**src/logic/ahb_pkg.sv**
```systemverilog
`default_nettype none

package ahb_pkg;

    typedef enum logic [1:0] {
        IDLE   = 2'b00,
        BUSY   = 2'b01,
        NONSEQ = 2'b10,
        SEQ    = 2'b11
    } htrans_t;

    typedef enum logic [2:0] {
        BYTE = 3'b000,
        HALF = 3'b001,
        WORD = 3'b010
    } hsize_t;

    // byte addresses of the register map
    typedef enum logic [3:0] {
        ADDR_STATUS = 4'd0,
        ADDR_RESULT = 4'd2,
        ADDR_SAMPLE = 4'd4,
        ADDR_COEF0  = 4'd6,
        ADDR_COEF1  = 4'd8,
        ADDR_COEF2  = 4'd10,
        ADDR_COEF3  = 4'd12,
        ADDR_LOAD   = 4'd14
    } reg_addr_t;

    localparam int STATUS_BUSY_BIT = 0;
    localparam int STATUS_ERR_BIT  = 8;

endpackage

`default_nettype wire

```
**src/logic/fir_pkg.sv**
```systemverilog
`default_nettype none

package fir_pkg;

    localparam int DATA_W    = 16;
    localparam int NUM_TAPS  = 4;
    localparam int TAP_W     = 2;
    localparam int ACC_W     = 34;
    // coefficients are Q1.15
    localparam int FRAC_BITS = 15;

    localparam logic signed [DATA_W-1:0] SAT_MAX = 16'sh7fff;
    localparam logic signed [DATA_W-1:0] SAT_MIN = 16'sh8000;

    typedef enum logic [2:0] {
        S_IDLE  = 3'd0,
        S_LOAD  = 3'd1,
        S_SHIFT = 3'd2,
        S_MAC   = 3'd3,
        S_DONE  = 3'd4
    } fir_state_t;

endpackage

`default_nettype wire

```
**src/logic/ahb_fir_regs.sv**
```systemverilog
`timescale 1ns/1ps
`default_nettype none

module ahb_fir_regs (
    input  wire                          clk,
    input  wire                          n_rst,
    input  wire                          hsel,
    input  wire [3:0]                    haddr,
    input  wire ahb_pkg::htrans_t        htrans,
    input  wire ahb_pkg::hsize_t         hsize,
    input  wire                          hwrite,
    input  wire [fir_pkg::DATA_W-1:0]    hwdata,
    input  wire [fir_pkg::TAP_W-1:0]     coefficient_num,
    input  wire                          load_coeff,
    input  wire                          modwait,
    input  wire                          err,
    input  wire [fir_pkg::DATA_W-1:0]    fir_out,
    output logic [fir_pkg::DATA_W-1:0]   hrdata,
    output logic                         hresp,
    output logic [fir_pkg::DATA_W-1:0]   sample_data,
    output logic                         data_ready,
    output logic                         new_coefficient_set,
    output logic [fir_pkg::DATA_W-1:0]   fir_coefficient
);

    import ahb_pkg::*;
    import fir_pkg::*;

    logic [DATA_W-1:0] coef_table [NUM_TAPS];

    logic              accept;
    logic              bad_access;
    reg_addr_t         addr_even;

    // data phase copy of the accepted address phase
    logic              dp_valid;
    logic              dp_write;
    logic              dp_odd;
    reg_addr_t         dp_reg;
    hsize_t            dp_size;

    logic              wr_en;
    logic              lo_en;
    logic              hi_en;
    logic [TAP_W-1:0]  dp_idx;
    logic [DATA_W-1:0] rd_word;

    assign accept    = hsel && (htrans == NONSEQ || htrans == SEQ);
    assign addr_even = reg_addr_t'({haddr[3:1], 1'b0});

    always_comb begin
        bad_access = 1'b0;
        if (hsize != BYTE && hsize != HALF) begin
            bad_access = 1'b1;
        end else if (hsize == HALF && haddr[0]) begin
            bad_access = 1'b1;
        end else if (hwrite && (addr_even == ADDR_STATUS || addr_even == ADDR_RESULT)) begin
            bad_access = 1'b1;
        end
    end

    always_ff @(posedge clk, negedge n_rst) begin
        if (!n_rst) begin
            dp_valid <= 1'b0;
            dp_write <= 1'b0;
            dp_odd   <= 1'b0;
            dp_reg   <= ADDR_STATUS;
            dp_size  <= BYTE;
            hresp    <= 1'b0;
        end else begin
            dp_valid <= accept && !bad_access;
            hresp    <= accept && bad_access;
            if (accept) begin
                dp_write <= hwrite;
                dp_odd   <= haddr[0];
                dp_reg   <= addr_even;
                dp_size  <= hsize;
            end
        end
    end

    // lane selection, halfword uses both
    assign wr_en  = dp_valid && dp_write;
    assign lo_en  = (dp_size == HALF) || !dp_odd;
    assign hi_en  = (dp_size == HALF) || dp_odd;
    assign dp_idx = TAP_W'((dp_reg - ADDR_COEF0) >> 1);

    always_ff @(posedge clk, negedge n_rst) begin
        if (!n_rst) begin
            sample_data         <= '0;
            data_ready          <= 1'b0;
            new_coefficient_set <= 1'b0;
            for (int i = 0; i < NUM_TAPS; i++) begin
                coef_table[i] <= '0;
            end
        end else begin
            // high byte completes a sample
            data_ready <= wr_en && dp_reg == ADDR_SAMPLE && hi_en;
            if (load_coeff && coefficient_num == TAP_W'(NUM_TAPS - 1)) begin
                new_coefficient_set <= 1'b0;
            end
            if (wr_en) begin
                case (dp_reg)
                    ADDR_SAMPLE: begin
                        if (lo_en) begin
                            sample_data[7:0] <= hwdata[7:0];
                        end
                        if (hi_en) begin
                            sample_data[15:8] <= hwdata[15:8];
                        end
                    end
                    ADDR_COEF0, ADDR_COEF1, ADDR_COEF2, ADDR_COEF3: begin
                        if (lo_en) begin
                            coef_table[dp_idx][7:0] <= hwdata[7:0];
                        end
                        if (hi_en) begin
                            coef_table[dp_idx][15:8] <= hwdata[15:8];
                        end
                    end
                    ADDR_LOAD: begin
                        if (lo_en && hwdata[0]) begin
                            new_coefficient_set <= 1'b1;
                        end
                    end
                    default: ;
                endcase
            end
        end
    end

    always_comb begin
        rd_word = '0;
        case (dp_reg)
            ADDR_STATUS: begin
                rd_word[STATUS_BUSY_BIT] = modwait || new_coefficient_set;
                rd_word[STATUS_ERR_BIT]  = err;
            end
            ADDR_RESULT: rd_word = fir_out;
            ADDR_SAMPLE: rd_word = sample_data;
            ADDR_COEF0, ADDR_COEF1, ADDR_COEF2, ADDR_COEF3: rd_word = coef_table[dp_idx];
            ADDR_LOAD:   rd_word[0] = new_coefficient_set;
            default:     rd_word = '0;
        endcase
    end

    // byte reads keep their lane, rest zero
    always_comb begin
        hrdata = '0;
        if (dp_valid && !dp_write) begin
            if (dp_size == HALF) begin
                hrdata = rd_word;
            end else if (dp_odd) begin
                hrdata[15:8] = rd_word[15:8];
            end else begin
                hrdata[7:0] = rd_word[7:0];
            end
        end
    end

    assign fir_coefficient = coef_table[coefficient_num];

endmodule

`default_nettype wire

```
**src/logic/ahb_fir_top.sv**
```systemverilog
`timescale 1ns/1ps
`default_nettype none

module ahb_fir_top (
    input  wire                          clk,
    input  wire                          n_rst,
    input  wire                          hsel,
    input  wire [3:0]                    haddr,
    input  wire ahb_pkg::htrans_t        htrans,
    input  wire ahb_pkg::hsize_t         hsize,
    input  wire                          hwrite,
    input  wire [fir_pkg::DATA_W-1:0]    hwdata,
    output wire [fir_pkg::DATA_W-1:0]    hrdata,
    output wire                          hresp
);

    import fir_pkg::*;

    wire [DATA_W-1:0] sample_data;
    wire [DATA_W-1:0] fir_coefficient;
    wire [DATA_W-1:0] fir_out;
    wire [TAP_W-1:0]  coefficient_num;
    wire [TAP_W-1:0]  tap;
    wire              data_ready;
    wire              new_coefficient_set;
    wire              load_coeff;
    wire              shift_sample;
    wire              mac_en;
    wire              result_latch;
    wire              modwait;
    wire              err;
    wire              saturated;

    ahb_fir_regs u_regs (
        .clk                 (clk),
        .n_rst               (n_rst),
        .hsel                (hsel),
        .haddr               (haddr),
        .htrans              (htrans),
        .hsize               (hsize),
        .hwrite              (hwrite),
        .hwdata              (hwdata),
        .coefficient_num     (coefficient_num),
        .load_coeff          (load_coeff),
        .modwait             (modwait),
        .err                 (err),
        .fir_out             (fir_out),
        .hrdata              (hrdata),
        .hresp               (hresp),
        .sample_data         (sample_data),
        .data_ready          (data_ready),
        .new_coefficient_set (new_coefficient_set),
        .fir_coefficient     (fir_coefficient)
    );

    fir_controller u_ctrl (
        .clk                 (clk),
        .n_rst               (n_rst),
        .data_ready          (data_ready),
        .new_coefficient_set (new_coefficient_set),
        .saturated           (saturated),
        .load_coeff          (load_coeff),
        .coefficient_num     (coefficient_num),
        .shift_sample        (shift_sample),
        .mac_en              (mac_en),
        .tap                 (tap),
        .result_latch        (result_latch),
        .modwait             (modwait),
        .err                 (err)
    );

    fir_datapath u_dp (
        .clk                 (clk),
        .n_rst               (n_rst),
        .sample_data         (sample_data),
        .fir_coefficient     (fir_coefficient),
        .load_coeff          (load_coeff),
        .coefficient_num     (coefficient_num),
        .shift_sample        (shift_sample),
        .mac_en              (mac_en),
        .tap                 (tap),
        .result_latch        (result_latch),
        .fir_out             (fir_out),
        .saturated           (saturated)
    );

endmodule

`default_nettype wire

```
**src/logic/fir_controller.sv**
```systemverilog
`timescale 1ns/1ps
`default_nettype none

module fir_controller (
    input  wire                         clk,
    input  wire                         n_rst,
    input  wire                         data_ready,
    input  wire                         new_coefficient_set,
    input  wire                         saturated,
    output logic                        load_coeff,
    output logic [fir_pkg::TAP_W-1:0]   coefficient_num,
    output logic                        shift_sample,
    output logic                        mac_en,
    output logic [fir_pkg::TAP_W-1:0]   tap,
    output logic                        result_latch,
    output logic                        modwait,
    output logic                        err
);

    import fir_pkg::*;

    fir_state_t       state;
    fir_state_t       next_state;
    logic [TAP_W-1:0] cnt;
    logic [TAP_W-1:0] next_cnt;
    logic             pending;
    logic             next_pending;
    logic             next_err;
    logic             last_tap;

    assign last_tap = cnt == TAP_W'(NUM_TAPS - 1);

    always_comb begin
        next_state   = state;
        next_cnt     = cnt;
        next_pending = pending;
        next_err     = err;
        case (state)
            S_IDLE: begin
                // coefficient load wins, sample waits as pending
                if (new_coefficient_set) begin
                    next_state = S_LOAD;
                    next_cnt   = '0;
                    if (data_ready) begin
                        next_pending = 1'b1;
                    end
                end else if (data_ready || pending) begin
                    next_state   = S_SHIFT;
                    next_pending = 1'b0;
                    next_err     = 1'b0;
                end
            end
            S_LOAD: begin
                if (data_ready) begin
                    next_pending = 1'b1;
                end
                next_cnt = cnt + 1'b1;
                if (last_tap) begin
                    next_state = S_IDLE;
                end
            end
            S_SHIFT: begin
                next_cnt   = '0;
                next_state = S_MAC;
            end
            S_MAC: begin
                next_cnt = cnt + 1'b1;
                if (last_tap) begin
                    next_state = S_DONE;
                end
            end
            S_DONE: begin
                next_state = S_IDLE;
                if (saturated) begin
                    next_err = 1'b1;
                end
            end
            default: next_state = S_IDLE;
        endcase
        // overrun, sample is dropped
        if (modwait && data_ready) begin
            next_err = 1'b1;
        end
    end

    always_ff @(posedge clk, negedge n_rst) begin
        if (!n_rst) begin
            state   <= S_IDLE;
            cnt     <= '0;
            pending <= 1'b0;
            err     <= 1'b0;
        end else begin
            state   <= next_state;
            cnt     <= next_cnt;
            pending <= next_pending;
            err     <= next_err;
        end
    end

    assign load_coeff      = state == S_LOAD;
    assign coefficient_num = cnt;
    assign shift_sample    = state == S_SHIFT;
    assign mac_en          = state == S_MAC;
    assign tap             = cnt;
    assign result_latch    = state == S_DONE;
    assign modwait         = state == S_SHIFT || state == S_MAC || state == S_DONE;

endmodule

`default_nettype wire

```
**src/logic/fir_datapath.sv**
```systemverilog
`timescale 1ns/1ps
`default_nettype none

module fir_datapath (
    input  wire                          clk,
    input  wire                          n_rst,
    input  wire [fir_pkg::DATA_W-1:0]    sample_data,
    input  wire [fir_pkg::DATA_W-1:0]    fir_coefficient,
    input  wire                          load_coeff,
    input  wire [fir_pkg::TAP_W-1:0]     coefficient_num,
    input  wire                          shift_sample,
    input  wire                          mac_en,
    input  wire [fir_pkg::TAP_W-1:0]     tap,
    input  wire                          result_latch,
    output logic [fir_pkg::DATA_W-1:0]   fir_out,
    output logic                         saturated
);

    import fir_pkg::*;

    // entry 0 holds the newest sample
    logic signed [DATA_W-1:0]   samples [NUM_TAPS];
    logic signed [DATA_W-1:0]   coefs [NUM_TAPS];
    logic signed [ACC_W-1:0]    acc;
    logic signed [2*DATA_W-1:0] product;
    logic signed [ACC_W-1:0]    scaled;
    logic signed [DATA_W-1:0]   clamped;

    assign product = samples[tap] * coefs[tap];

    // back to Q1.15, truncating
    assign scaled = acc >>> FRAC_BITS;

    always_comb begin
        saturated = 1'b0;
        clamped   = scaled[DATA_W-1:0];
        if (scaled > SAT_MAX) begin
            clamped   = SAT_MAX;
            saturated = 1'b1;
        end else if (scaled < SAT_MIN) begin
            clamped   = SAT_MIN;
            saturated = 1'b1;
        end
    end

    always_ff @(posedge clk, negedge n_rst) begin
        if (!n_rst) begin
            for (int i = 0; i < NUM_TAPS; i++) begin
                samples[i] <= '0;
                coefs[i]   <= '0;
            end
            acc     <= '0;
            fir_out <= '0;
        end else begin
            if (shift_sample) begin
                samples[0] <= sample_data;
                for (int i = 1; i < NUM_TAPS; i++) begin
                    samples[i] <= samples[i-1];
                end
                acc <= '0;
            end
            if (mac_en) begin
                acc <= acc + ACC_W'(product);
            end
            if (load_coeff) begin
                coefs[coefficient_num] <= fir_coefficient;
            end
            if (result_latch) begin
                fir_out <= clamped;
            end
        end
    end

endmodule

`default_nettype wire

```
**config.mk**
```make
export PLATFORM = sky130hd
export DESIGN_NAME = ahb_fir_top
export DESIGN_NICKNAME = d
export VERILOG_FILES = /design/src/logic/ahb_pkg.sv /design/src/logic/fir_pkg.sv /design/src/logic/ahb_fir_regs.sv /design/src/logic/ahb_fir_top.sv /design/src/logic/fir_controller.sv /design/src/logic/fir_datapath.sv
export SDC_FILE = /design/constraint.sdc
export NUM_CORES = 1
export LEC_CHECK = 0
export ABC_CLOCK_PERIOD_IN_PS = 7390
export BUFFER_PORTS_ARGS = -buffer_cell sky130_fd_sc_hd__buf_2
export CORE_MARGIN = 5
export CORE_UTILIZATION = 45
export CTS_BUF_LIST = sky130_fd_sc_hd__clkbuf_2 sky130_fd_sc_hd__clkbuf_4 sky130_fd_sc_hd__clkbuf_8
export DETAILED_ROUTE_END_ITERATION = 12
export HOLD_SLACK_MARGIN = 0.05
export PLACE_DENSITY_LB_ADDON = 0.25
export SYNTH_ARGS = -nofsm -noshare
export SYNTH_HDL_FRONTEND = slang
export SYNTH_SLANG_ARGS = --single-unit
```
**constraint.sdc**
```tcl
create_clock -name clk -period 7.39 [get_ports clk]
set_clock_uncertainty 0.15 [all_clocks]
set_input_delay 2.217 -clock clk [delete_from_list [all_inputs] [get_ports clk]]
set_output_delay 2.217 -clock clk [all_outputs]
set_load 0.05 [all_outputs]
```
-- Word level (Yosys, flattened, before mapping)
Index checks and enable logic that the tools add are counted.
- ROM bits: 0
- flip-flop bits (word level): 277
- output and inout port bits: 17
- memories: 0
- RAM bits: 0
- bits in latches: 0
- order comparisons: 6
- div/mod/pow operators: 0
- add/subtract/negate cells: 3
- equality and inequality tests: 25
- muxes and demuxes: 61
- shift operators: 0
- reduce and logical (&&, ||, !) cells: 43
- bitwise operators: 2
- multiply operators: 1
- operators by type and width (operator ; number):
    two-way mux 64 bit ; 4
    two-way mux 16 bit ; 14
    bitwise mux 64 bit ; 3
    binary-select mux 16 bit (select 2 bit) ; 4
    demux 16 bit (select 2 bit) ; 3
    two-way mux 34 bit ; 2
    case mux 7 bit (3 select lines) ; 2
    adder 34 x 32 -> 34 bit ; 1
    multiplier 16 x 16 -> 32 bit ; 1
    two-way mux 8 bit ; 3
    greater-than comparator 19 x 16 -> 1 bit, second input constant ; 1
    less-than comparator 19 x 16 -> 1 bit, second input constant ; 1
    equality test 3 x 1 -> 1 bit, second input constant ; 5
    equality test 3 bit, second input constant ; 5
    logical AND 1 bit ; 15
    two-way mux 1 bit ; 15
    equality test 3 x 2 -> 1 bit, second input constant ; 4
    two-way mux 3 bit ; 4
    case mux 3 bit (4 select lines) ; 1
    != test 3 x 1 -> 1 bit, second input constant ; 3
    AND reduction 3 bit ; 3
    nonzero test 3 bit ; 3
    zero test 4 bit ; 2
    logical OR 1 bit ; 8
    other kinds (21) ; 34

-- Longest topological paths before layout
Gate-level depths: netlist (run 1).
- depth after elaboration: 12
- mapped depth: 29

-- Hierarchy
From an unflattened synthesis (run 1), not the netlist that was laid out.
- cell total of the unflattened synthesis: 2158
- area total of the unflattened synthesis: 23960.5 sq um
- by module, submodules not included (module ; cells each ; seq. area each (sq um) ; area each (sq um) ; times used):
    fir_datapath ; 1778 ; 4454.3 ; 18706.7 ; 1
    ahb_fir_regs ; 341 ; 2302.2 ; 4868.4 ; 1
    fir_controller ; 39 ; 175.2 ; 385.4 ; 1

-- Worst setup path before layout (run 1)
OpenSTA, ideal clock, no wires.
- kind: register to register
- start: reg u_ctrl.cnt[1], in the netlist u_ctrl.coefficient_num[1]
- end: reg u_dp.acc[32]
- arrival: 6.941 ns
- clock period less this slack: 7.220 ns
- setup time: 0.129 ns
- slack: 0.170 ns
- required time: 7.111 ns
- cell stages (with the launch flop): 28
- path buffers: 5
- cell sequence: dfrtp_1 > buf_2 > buf_2 > buf_2 > mux4_2 > clkbuf_1 > nand2_1 > inv_1 > fa_1 > inv_1 > fa_1 > fa_1 > inv_1 > fa_1 > fa_1 > inv_1 > fa_1 > inv_1 > ha_1 > buf_2 > a2111oi_0 > o21ai_1 > a2111oi_2 > a31oi_1 > a31oi_1 > o21ai_1 > xnor2_1 > o21ai_1
- longest elaborated chain between the ends: 7
- RTL lines (item ; RTL line ; text):
    start: declaration ; fir_controller.sv:24 ; logic [TAP_W-1:0] cnt;
    start signal: assignment ; fir_controller.sv:94 ; cnt <= next_cnt;
    inverter 2 -> 3 bit (not written as such) * ; fir_datapath.sv:29 ; assign product = samples[tap] * coefs[tap];
    binary-select mux 16 bit (select 2 bit) ; fir_datapath.sv:29 ;
    two-way mux 16 bit (not written as such) (2 in a row) ; fir_datapath.sv:29 ;
    multiplier 16 x 16 -> 32 bit * ; fir_datapath.sv:29 ;
    adder 34 x 32 -> 34 bit * ; fir_datapath.sv:63 ; acc <= acc + ACC_W'(product);
    two-way mux 34 bit * ; fir_datapath.sv:62 ; if (mac_en) begin
    end signal: assignment ; fir_datapath.sv:63 ;
    end: declaration ; fir_datapath.sv:24 ; logic signed [ACC_W-1:0] acc;
Mark *: on every way between the ends. The rest lies on a longest branch, timed or not. The select of a mux whose other input is x is not followed.
A chain may end at the register's enable or synchronous reset.

-- Worst setup path after layout (run 1)
- start: reg u_ctrl.cnt[0], in the netlist u_ctrl.coefficient_num[0]
- end: reg u_dp.acc[32]
Same word-level chain as after synthesis.

==> metrics.yaml, run 1 <==
run_status:
  run_status: "completed"
clock_network:
  clock_tree_from_tritoncts: "yes"
  cts_hold_repair.buffers: 0
  cts.clk_slew.worst_paths_ns: 0.06
  cts-buffers-inserted: 46
  h-tree-depth: 2
  cts.sink_count: 277
  clock-root-buffer: "sky130_fd_sc_hd__clkbuf_8"
  clock_insertion_delay_worst_skew_ns: 0.58
  ctsLongestPathBuffers: 3
grt:
  grt_antenna_before_repair: 1
  grt_usage: 0.2111
  grt_pass1_wl_mm: 96.39
  grt_overflow: 0
  grt_start_max_net_pins: 112
  vias_in_the_first_global_route: 17520
sta:
  post-route-period-util: 0.9774
  maxSlewViolCount: 0
  maxSlewHeadroom: 0.3208
  final_critical_delay_including_setup_and_external_delays_ns: 7.223
  slew_of_the_pin_with_the_lowest_slew_margin_ns: 1.019
  finalHoldViolations: 0
  setup_viol: 0
  fmax_achieved_ghz: 0.1384
synth:
  post_synth_edffs: 0
  synth_seq_cells: 277
  postSynthNetCount: 2613
  synth.top_cells.by_area: "sky130_fd_sc_hd__dfrtp_1 29%, sky130_fd_sc_hd__fa_1 26%, sky130_fd_sc_hd__mux2_2 11%"
  ys_dominant_reg_cell: "sky130_fd_sc_hd__dfrtp_1"
  netlist_instances: 2168
  async_reset_ff_frac: 1.000
  synth_top_cell_by_area: "sky130_fd_sc_hd__dfrtp_1"
  syn-mean-instance-area_um2: 10.90
  synthesis.area_um2: 23640
  yosysTopAreaCellShare: 0.2932
  synth.yosys.warnings: 0
  synth_cell_type_count: 61
  synth_seq_area_share: 0.2932
placed_design:
  place.gp.congestion: 0.8813
  portBuffers: 44
  detail_placement_hpwl_mm: 45.92
die:
  coreArea_um2: 52340
  initial_utilization: 0.4516
  floorplan.die.height_um: 239.2
  row_count: 84
  die-area_um2: 57210
  die-width_um: 239.2
  num_io_pins: 46
setup_path:
  worstPathMaxFanout: 7
  crit_path_end: "u_dp.acc[32]"
  timing.reg2reg.setup_slack_ns: 0.17
  worst-endpoint-required_ns: 7.69
  r2r-end: "u_dp.acc[32]"
  timing.rr.start: "u_ctrl.coefficient_num[0]"
  timing.critical_path.arrival_ns: 7.53
  setup.worst_path.start_class: "register"
  ff2ff_path_depth: 25
  endpoint_kind: "register"
  startpoint: "u_ctrl.coefficient_num[0]"
  setup.worst_path.class: "reg2reg"
drt:
  drt.antenna.violating_nets: 0
  detailroute.wirelength.met3_mm: 2.848
  drcViolationCount: 0
  drt-vias-per-instance: 5.354
  wl_met2_mm: 28.54
  dr.max_layer_used: "met4"
  drtIter0Drc: 975
  first_pass_iters: 8
  drt-met1-wl_mm: 26.51
  detail_route.wirelength_mm: 59.46
  detail_route.wl_per_cell_um: 19.53
  via_count: 16300
cells_and_area:
  final_net_count: 2767
  largestRegisters: "u_dp.coefs: 64 flops, u_dp.samples: 64 flops, u_regs.coef_table: 64 flops"
  fin_util: 0.5168
  antenna_diode_count: 0
  layout-drive-gt1-share: 0.2606
  area_growth_pct: 14.43
min_path:
  hp-class: "reg2reg"
run:
  maxCapViolCount: 0
[cell families after synthesis]
logic type      Yosys count  share of synthesized area
simple gates            498                    0.09040
buf+inv                 449                    0.07188
fa+ha+maj               416                     0.3170
mux                     294                     0.1594
flops                   277                     0.2932
compound gates          198                    0.05468
xor+xnor                 36                    0.01334
[layer usage]
layer	GRT usage	vias up
met5	0	-
met3	0.02809	104
met1	0.2965	8453
met2	0.3498	422
li1	-	7319
met4	0.05568	0
[worst max-delay path, cell delays in order (launching register included)]
cell and delay [ns]:
sky130_fd_sc_hd__dfrtp_4 0.55, sky130_fd_sc_hd__buf_12 0.17, sky130_fd_sc_hd__buf_6 0.12, sky130_fd_sc_hd__mux4_2 0.57
sky130_fd_sc_hd__buf_6 0.19, sky130_fd_sc_hd__nand2_1 0.08, sky130_fd_sc_hd__fa_1 0.41, sky130_fd_sc_hd__inv_1 0.08
sky130_fd_sc_hd__fa_1 0.44, sky130_fd_sc_hd__fa_1 0.54, sky130_fd_sc_hd__fa_1 0.54, sky130_fd_sc_hd__fa_1 0.53
sky130_fd_sc_hd__inv_1 0.06, sky130_fd_sc_hd__fa_1 0.49, sky130_fd_sc_hd__inv_1 0.07, sky130_fd_sc_hd__ha_4 0.27
sky130_fd_sc_hd__buf_4 0.12, sky130_fd_sc_hd__nand4_1 0.23, sky130_fd_sc_hd__nor3_4 0.26, sky130_fd_sc_hd__nand4_1 0.21
sky130_fd_sc_hd__a31oi_2 0.33, sky130_fd_sc_hd__buf_4 0.17, sky130_fd_sc_hd__a31oi_4 0.11, sky130_fd_sc_hd__o21ai_2 0.16
sky130_fd_sc_hd__xnor2_1 0.14, sky130_fd_sc_hd__o21ai_1 0.10
[worst min-delay path by stage]
stage | startpoint | to | depth (start not counted)
3_5_place_dp | u_dp.fir_out[3] | u_dp.fir_out[3] | 2
3_3_place_gp | u_dp.acc[0] | u_dp.acc[0] | 2
4_1_cts | u_dp.fir_out[3] | u_dp.fir_out[3] | 2
2_1_floorplan | u_dp.fir_out[8] | u_dp.fir_out[8] | 2
6_report | u_dp.acc[0] | u_dp.acc[0] | 2
5_1_grt | u_dp.fir_out[0] | u_dp.fir_out[0] | 2
[cells in the final DEF (no fill, tap or decap), types with 43 or more instances in the layout]
| cell | count |
|---|---|
| sky130_fd_sc_hd__o21ai_0 | 53 |
| sky130_fd_sc_hd__mux2_2 | 230 |
| sky130_fd_sc_hd__nand2_1 | 257 |
| sky130_fd_sc_hd__mux4_2 | 43 |
| sky130_fd_sc_hd__inv_1 | 353 |
| sky130_fd_sc_hd__dfrtp_1 | 275 |
| sky130_fd_sc_hd__clkbuf_8 | 56 |
| sky130_fd_sc_hd__buf_4 | 123 |
| sky130_fd_sc_hd__nor2_1 | 126 |
| sky130_fd_sc_hd__ha_1 | 103 |
| sky130_fd_sc_hd__buf_2 | 44 |
| sky130_fd_sc_hd__fa_1 | 300 |
[synth_stat cells (all sizes together), types with 2 or more instances]
cell type / count
xnor2: 23
o21bai: 2
a21oi: 31
xor2: 13
nor3: 10
a211o: 2
o21a: 18
mux4: 43
o31ai: 3
and3: 5
a211oi: 6
nor4: 2
nand4: 6
nor2: 129
o2111ai: 2
or2: 5
and2: 28
o22ai: 5
nand2: 257
a22o: 2
dfrtp: 277
fa: 305
nor2b: 18
mux2: 230
a31oi: 7
clkinv: 2
nand3: 19
o41ai: 2
or3: 3
clkbuf: 78
a2111oi: 2
mux2i: 21
nand2b: 8
inv: 354
nor3b: 4
buf: 15
a222oi: 15
o21ai: 76
o211ai: 8
ha: 111
a21o: 12
[per-stage QoR]
stage                     setup TNS [ns]  cells  area [um2]  hold slack (ns)  setup slack (ns)
after global routing             -0.1196   3044       27050           0.3442          -0.05984
after detailed placement               0   2916       25330           0.3206           0.04350
after CTS                              0   2999       26300           0.3324           0.01152
after floorplan                        0   2168       23640           0.2884            0.1701
final                                  0   3044       27050           0.3282            0.1667
after global placement          -0.01428   2916       25330           0.3083          -0.01428
[cell type report]
class	count	area, um2
clock buffers	75	913.4
clock inverters	7	43.79
fillers	4656	25290
inverters	356	1340
multi-input cells	1442	15290
flip-flops and latches	277	6939
well taps	688	860.8
repair buffers	199	1659
[what timing repair did]
action / 4_1_cts / 5_1_grt
gates cloned: 0 / 2
buffers inserted: 1 / 44
resized for setup: 0 / 77
setup endpoints to repair: 1 / 6
pin swaps: 0 / 31
Power of run 1 is left out: the tool's default activity adds up to more than one toggle a clock period on the data nets, which glitch-free logic cannot reach.
==> run 2, diff against run 1 <==
- ABC_CLOCK_PERIOD_IN_PS: 7390 -> 6700
- CORE_ASPECT_RATIO: unset -> 0.6
- clock period: 7.39 -> 6.7 ns (I/O delays scaled with it)
==> metrics.yaml, run 2 (synthesized netlist as in run 1, its figures left out) <==
drt:
  drt-met1-wl_mm: 30.50  # +15%
  detail_route.wirelength_mm: 64.50  # +8.5%
  drt-vias-per-instance: 5.315  # -0.74%
  detailroute.wirelength.met3_mm: 5.944  # +110%
  wl_met2_mm: 26.77  # -6.2%
  dr.max_layer_used: "met5"
  drcViolationCount: 0  # unchanged
  drtIter0Drc: 1501  # +54%
  detail_route.wl_per_cell_um: 20.39  # +4.4%
  drt.antenna.violating_nets: 0  # unchanged
  first_pass_iters: 6  # -2
  via_count: 16810  # +3.1%
sta:
  fin_setup_tns_ns: -3.579  # -3.579 ns
  fin_ws_ns: -0.4940  # -0.6607 ns
  finalHoldViolations: 0  # unchanged
  rsz0062_at_grt: "true"
  setup_viol: 16  # +16
  slew_of_the_pin_with_the_lowest_slew_margin_ns: 1.058  # +0.03909 ns
  post-route-period-util: 1.074  # +0.09629
  final_critical_delay_including_setup_and_external_delays_ns: 7.194  # -0.02930 ns
  maxSlewHeadroom: 0.2947  # -0.02606
  maxSlewViolCount: 0  # unchanged
  fmax_achieved_ghz: 0.1390  # +0.41%
run:
  maxCapViolCount: 0  # unchanged
die:
  row_count: 65  # -23%
  coreArea_um2: 52290  # about the same
  initial_utilization: 0.4520  # about the same
  num_io_pins: 46  # unchanged
  die-area_um2: 57370  # +0.26%
  floorplan.die.height_um: 187.5  # -22%
  die-width_um: 305.9  # +28%
setup_path:
  setup.worst_path.class: "reg2reg"
  setup.worst_path.start_class: "register"
  crit_path_max_incr_delay_ns: 0.57  # about the same
  endpoint_kind: "register"
  critical_path.top_delay_family: "adder cells"
  timing.critical_path.arrival_ns: 7.47  # -0.06 ns
  worst-endpoint-required_ns: 6.98  # -0.71 ns
  path_buf_inv: 7  # -1
  critical_path.slowest_cell: "sky130_fd_sc_hd__fa_1"
  worstPathMaxFanout: 10  # +3
  cells_traversed_along_the_worst_timing_path: "buf_4 -> mux4_2 -> buf_4 -> nand2_1 -> fa_1 -> inv_1 -> fa_1 -> fa_1 -> fa_1 -> fa_1 -> inv_1 -> fa_1 -> inv_1 -> ha_1 -> buf_4 -> nand4_1 -> nor3_4 -> nand4_1 -> a31oi_1 -> buf_4 -> a31oi_4 -> o21ai_2 -> xnor2_1 -> o21ai_1"
  crit_path_frequent_cell: "sky130_fd_sc_hd__fa_1"
run_status:
  failing_checks: "setup timing"
  run_status: "complete, but fails checks"
cells_and_area:
  antenna_diode_count: 0  # unchanged
  area_growth_pct: 19.16
  largestRegisters: "u_dp.coefs: 64 flops, u_dp.samples: 64 flops, u_regs.coef_table: 64 flops"
  layout.cells.most_common: "sky130_fd_sc_hd__inv_1"
  final_net_count: 2875  # +3.9%
  layout.filler_cells: 4549  # -2.3%
  layout-drive-gt1-share: 0.3085  # +0.04793
  commonest_non_fill_non_tap_cells_in_the_layout: "347 x sky130_fd_sc_hd__inv_1, 296 x sky130_fd_sc_hd__fa_1, 275 x sky130_fd_sc_hd__dfrtp_1"
clock_network:
  cts-buffers-inserted: 40  # -13%
  ctsLongestPathBuffers: 3  # unchanged
  cts_hold_repair.buffers: 0  # unchanged
  cts.sink_count: 277  # unchanged
  clock_tree_from_tritoncts: "yes"
  h-tree-depth: 2  # unchanged
  clock-root-buffer: "sky130_fd_sc_hd__clkbuf_8"
  clock_insertion_delay_worst_skew_ns: 0.59  # about the same
  cts.clk_slew.worst_paths_ns: 0.07  # about the same
grt:
  vias_in_the_first_global_route: 18090  # +3.3%
  grt_antenna_before_repair: 1  # unchanged
  grt_usage: 0.2291  # +0.01802
  grt_overflow: 0  # unchanged
  grt_pass1_wl_mm: 103.2  # +7.1%
  grt_start_max_net_pins: 172  # +54%
placed_design:
  detail_placement_hpwl_mm: 50.85  # +11%
  place.gp.congestion: 0.9289  # +5.4%
  portBuffers: 44  # unchanged
min_path:
  hp-class: "reg2reg"
[run 2: changes by cell type in the layout (fill, tap and decap cells not counted), sizes merged]
cell / before / now
buf: 199 / 313
clkinvlp: 3 / 0
clkbuf: 75 / 68
[run 2: area by class of cell]
type / instances / area (um2) / area share
clock buffer: 68 / 810.8 / 0.02878
multi-input combinational: 1442 / 15510 / 0.5506
inverter: 356 / 1336 / 0.04744
clock inverter: 4 / 35.03 / 0.001244
timing repair buffer: 313 / 2658 / 0.09435
tap: 703 / 879.6 / 0.03123
sequential: 277 / 6939 / 0.2463
[run 2: per-layer routing]
metal | up-vias | GRT usage
met3 | 84 | 0.07191
li1 | 7527 | -
met1 | 8646 | 0.3500
met2 | 551 | 0.3241
met4 | 2 | 0.04397
met5 | - | 0
[run 2: path summary, 6_finish.rpt]
check / to / from / slack, ns / cells after the start
worst max-delay path: u_dp.acc[32] / u_ctrl.coefficient_num[0] / -0.49 / 24
worst min-delay path: u_dp.fir_out[13] / u_dp.fir_out[13] / 0.33 / 2
worst max register to register: u_dp.acc[32] / u_ctrl.coefficient_num[0] / -0.49 / 24
worst min register to register: u_dp.fir_out[13] / u_dp.fir_out[13] / 0.33 / 2
max in group asynchronous: u_regs.dp_valid / n_rst / 3.97 / 2
min in group asynchronous: u_dp.acc[1] / n_rst / 1.12 / 1
[run 2: repair_timing]
action,4_1_cts,5_1_grt
endpoints found under the setup margin,20,21
gates resized for setup,74,48
pin swaps,22,25
buffers inserted,14,5
gates cloned,0,0
[run 2: stage by stage]
stage	setup slack, ns	hold slack [ns]	util	instances	instance area [um2]
2_1_floorplan	-0.04459	0.2884	-	2168	23760
3_3_place_gp	-0.6288	0.3118	0.5096	3074	26650
3_5_place_dp	-0.6321	0.3186	0.5096	3074	26650
4_1_cts	-0.3564	0.3335	0.5343	3159	27940
5_1_grt	-0.6645	0.3639	0.5387	3163	28170
6_report	-0.4940	0.3344	0.5387	3163	28170
[run 2: worst min-delay path: cells and delay by family (launching register included)]
family	cells	cell delay, ns
DFF	1	0.35
and+or+nand+nor	2	0.10
Power of run 2 is left out for the same reason.
==> run 3, diff against run 2 <==
- ABC_AREA: unset -> 1
- ABC_CLOCK_PERIOD_IN_PS: 6700 -> 6460
- PLACE_DENSITY_LB_ADDON: 0.25 -> unset
- clock period: 6.7 -> 6.46 ns (I/O delays scaled with it)
==> metrics.yaml, run 3 <==
cells_and_area:
  layout-drive-gt1-share: 0.2391  # -0.06947
  final-seq-area_um2: 6935  # about the same
  largestRegisters: "u_dp.coefs: 64 flops, u_dp.samples: 64 flops, u_regs.coef_table: 64 flops"
  commonest_non_fill_non_tap_cells_in_the_layout: "605 x sky130_fd_sc_hd__nand2_1, 456 x sky130_fd_sc_hd__inv_1, 289 x sky130_fd_sc_hd__fa_1"
  fin_util: 0.5528  # +0.01416
  final_net_count: 3618  # +26%
  area_growth_pct: 21.51
  multiInputGateArea_um2: 16270  # +4.9%
  layout.cells.most_common: "sky130_fd_sc_hd__nand2_1"
  layout.filler_cells: 4884  # +7.4%
  post_route_cell_area_um2: 29990  # +6.5%
placed_design:
  detail_placement_hpwl_mm: 59.12  # +16%
  place.gp.congestion: 0.9868  # +6.2%
  placement.setup.worst_slack_ns: -0.5267  # +0.1053 ns
  placed_cell_area_um2: 27130  # +1.8%
  portBuffers: 44  # unchanged
sta:
  maxSlewViolCount: 0  # unchanged
  finalHoldViolations: 0  # unchanged
  final_critical_delay_including_setup_and_external_delays_ns: 6.626  # -0.5682 ns
  fin_ws_ns: -0.1658  # +0.3282 ns
  rsz0062_at_grt: "true"
  maxSlewHeadroom: 0.1973  # -0.09743
  post-route-period-util: 1.026  # -0.04807
  setup_viol: 18  # +2
  final.hold.worst_slack_ns: 0.3393  # +0.004820 ns
  fmax_achieved_ghz: 0.1509  # +8.6%
  slew_of_the_pin_with_the_lowest_slew_margin_ns: 1.201  # +0.1432 ns
run:
  maxCapViolCount: 0  # unchanged
min_path:
  hold_path.startpoint: "u_dp.coefs[61]"
  hp-class: "reg2reg"
  worstHoldEndpoint: "u_dp.coefs[61]"
  min_path_cells: 2  # unchanged
setup_path:
  crit_path_frequent_cell: "sky130_fd_sc_hd__fa_1"
  setup.worst_path.class: "reg2reg"
  worstPathMaxFanout: 8  # -2
  ff2ff_path_depth: 26  # +8.3%
  setup.worst_path.start_class: "register"
  timing.critical_path.arrival_ns: 6.98  # -0.49 ns
  path_buf_inv: 8  # +1
  crit_path_max_incr_delay_ns: 0.60  # +0.03 ns
  critical_path.top_delay_family: "adder cells"
  timing.rr.start: "u_ctrl.coefficient_num[0]"
  r2r-end: "u_dp.acc[21]"
  critical_path.slowest_cell: "sky130_fd_sc_hd__fa_1"
  endpoint_kind: "register"
  worst-endpoint-required_ns: 6.82  # -0.16 ns
  timing.reg2reg.setup_slack_ns: -0.17  # +0.33 ns
clock_network:
  cts.clk_slew.worst_paths_ns: 0.07  # about the same
  clock_insertion_delay_worst_skew_ns: 0.64  # +0.05 ns
  clock-root-buffer: "sky130_fd_sc_hd__clkbuf_8"
  ctsLongestPathBuffers: 3  # unchanged
  cts-buffers-inserted: 46  # +15%
  h-tree-depth: 2  # unchanged
  clock_tree_from_tritoncts: "yes"
  cts.sink_count: 277  # unchanged
  cts_hold_repair.buffers: 0  # unchanged
synth:
  synth.yosys.warnings: 0  # unchanged
  netlist_instances: 2895  # +34%
  synth_top_cell_by_area: "sky130_fd_sc_hd__dfrtp_1"
  async_reset_ff_frac: 1.000  # unchanged
  ys_dominant_reg_cell: "sky130_fd_sc_hd__dfrtp_1"
  postSynthNetCount: 3340  # +28%
  syn-mean-instance-area_um2: 8.526  # -22%
  synth.top_cells.by_area: "sky130_fd_sc_hd__dfrtp_1 28%, sky130_fd_sc_hd__fa_1 25%, sky130_fd_sc_hd__nand2_1 9.9%"
  synth_seq_cells: 277  # unchanged
  post_synth_edffs: 0  # unchanged
  yosysTopAreaCellShare: 0.2808  # -0.01240
  synthesis.area_um2: 24680  # +4.4%
  synth_seq_area_share: 0.2808  # -0.01240
  synth_cell_type_count: 48  # -21%
  synthMostInstantiatedCell: "sky130_fd_sc_hd__nand2_1"
  yosys-top-cells-count: "649 x sky130_fd_sc_hd__nand2_1, 481 x sky130_fd_sc_hd__inv_1, 326 x sky130_fd_sc_hd__nor2_1, 305 x sky130_fd_sc_hd__fa_1, 277 x sky130_fd_sc_hd__dfrtp_1"
die:
  die-width_um: 312.4  # +2.1%
  initial_utilization: 0.4549  # +0.002898
  floorplan.die.height_um: 191.4  # +2.1%
  num_io_pins: 46  # unchanged
  row_count: 66  # +1.5%
  coreArea_um2: 54250  # +3.7%
  die-area_um2: 59790  # +4.2%
grt:
  grt_overflow: 0  # unchanged
  grt_pass1_wl_mm: 120.2  # +17%
  grt_start_max_net_pins: 116  # -33%
  grt_antenna_before_repair: 1  # unchanged
  vias_in_the_first_global_route: 20870  # +15%
  grt_usage: 0.2567  # +0.02760
drt:
  drcViolationCount: 0  # unchanged
  drt.antenna.violating_nets: 0  # unchanged
  drt-vias-per-instance: 5.323  # +0.17%
  detail_route.wirelength_mm: 75.97  # +18%
  first_pass_iters: 5  # -1
  drtIter0Drc: 2061  # +37%
  detail_route.wl_per_cell_um: 19.40  # -4.8%
  via_count: 20840  # +24%
run_status:
  failing_checks: "setup timing"
  run_status: "complete, but fails checks"
-- run 3: cell types whose count changed in the layout (fill, tap and decap cells not counted), sizes merged, moves of 19 or more --
cell,previous run,this run
a32oi,1,30
mux2,230,34
nor2,129,337
o21ai,76,251
and2,28,0
mux2i,21,0
nand3,19,48
inv,355,509
a21oi,31,125
buf,313,335
xnor2,23,4
nand2,257,665
mux4,43,0
-- run 3: worst min-delay path: stages (launching register included) --
cell and delay, ns:
sky130_fd_sc_hd__dfrtp_1 0.34, sky130_fd_sc_hd__nand2_1 0.05, sky130_fd_sc_hd__o21ai_0 0.06
-- run 3: metrics by stage --
stage / setup TNS (ns) / cells
after floorplan: 0 / 2895
after global placement: -7.087 / 3788
after detailed placement: -7.511 / 3788
after CTS: -0.6485 / 3878
after global routing: -5.717 / 3915
final: -1.798 / 3915
-- run 3: kinds of logic after synthesis --
kind of cell / after synthesis / share of synthesized area
flip-flops: 277 / 0.2808
multiplexers: 34 / 0.01551
XOR/XNOR: 5 / 0.001774
buffers and inverters: 622 / 0.1062
AND/OR/NAND/NOR: 1078 / 0.1729
AO/OA/AOI/OAI: 463 / 0.1192
adder cells (fa/ha/maj): 416 / 0.3036
-- run 3: area by class of cell --
class | count | share of cell area
Inverter | 513 | 0.06575
Sequential cell | 277 | 0.2312
Timing Repair Buffer | 339 | 0.09937
Tap cell | 714 | 0.02979
Multi-Input combinational cell | 1996 | 0.5425
Clock buffer | 64 | 0.02666
Antenna cell | 1 | 0.00008343
Clock inverter | 11 | 0.004631
-- run 3: worst max path at each step --
stage / from / to / slack, ns / cells past startpoint
global route: u_ctrl.coefficient_num[0] / u_dp.acc[33] / -0.39 / 31
floorplan: u_ctrl.coefficient_num[0] / u_dp.acc[30] / 0.03 / 27
detailed placement: u_ctrl.coefficient_num[0] / u_dp.acc[28] / -0.53 / 28
finish: u_ctrl.coefficient_num[0] / u_dp.acc[21] / -0.17 / 26
global placement: u_ctrl.coefficient_num[0] / u_dp.acc[32] / -0.47 / 27
CTS: u_ctrl.coefficient_num[0] / u_dp.acc[28] / -0.10 / 29
-- run 3: timing repair --
item,CTS,global route
pin swaps,32,57
gates resized for setup,138,224
setup buffers,15,32
setup endpoints to repair,23,24
cloned,0,4
-- run 3: routing by layer --
metal,GRT usage,wire (um),vias to the layer above
li1,-,-,9551
met1,0.4172,36790,10380
met2,0.3409,29570,838
met3,0.07346,8536,67
met4,0.03734,982,2
met5,0,98,-
Power of run 3 is left out for the same reason.
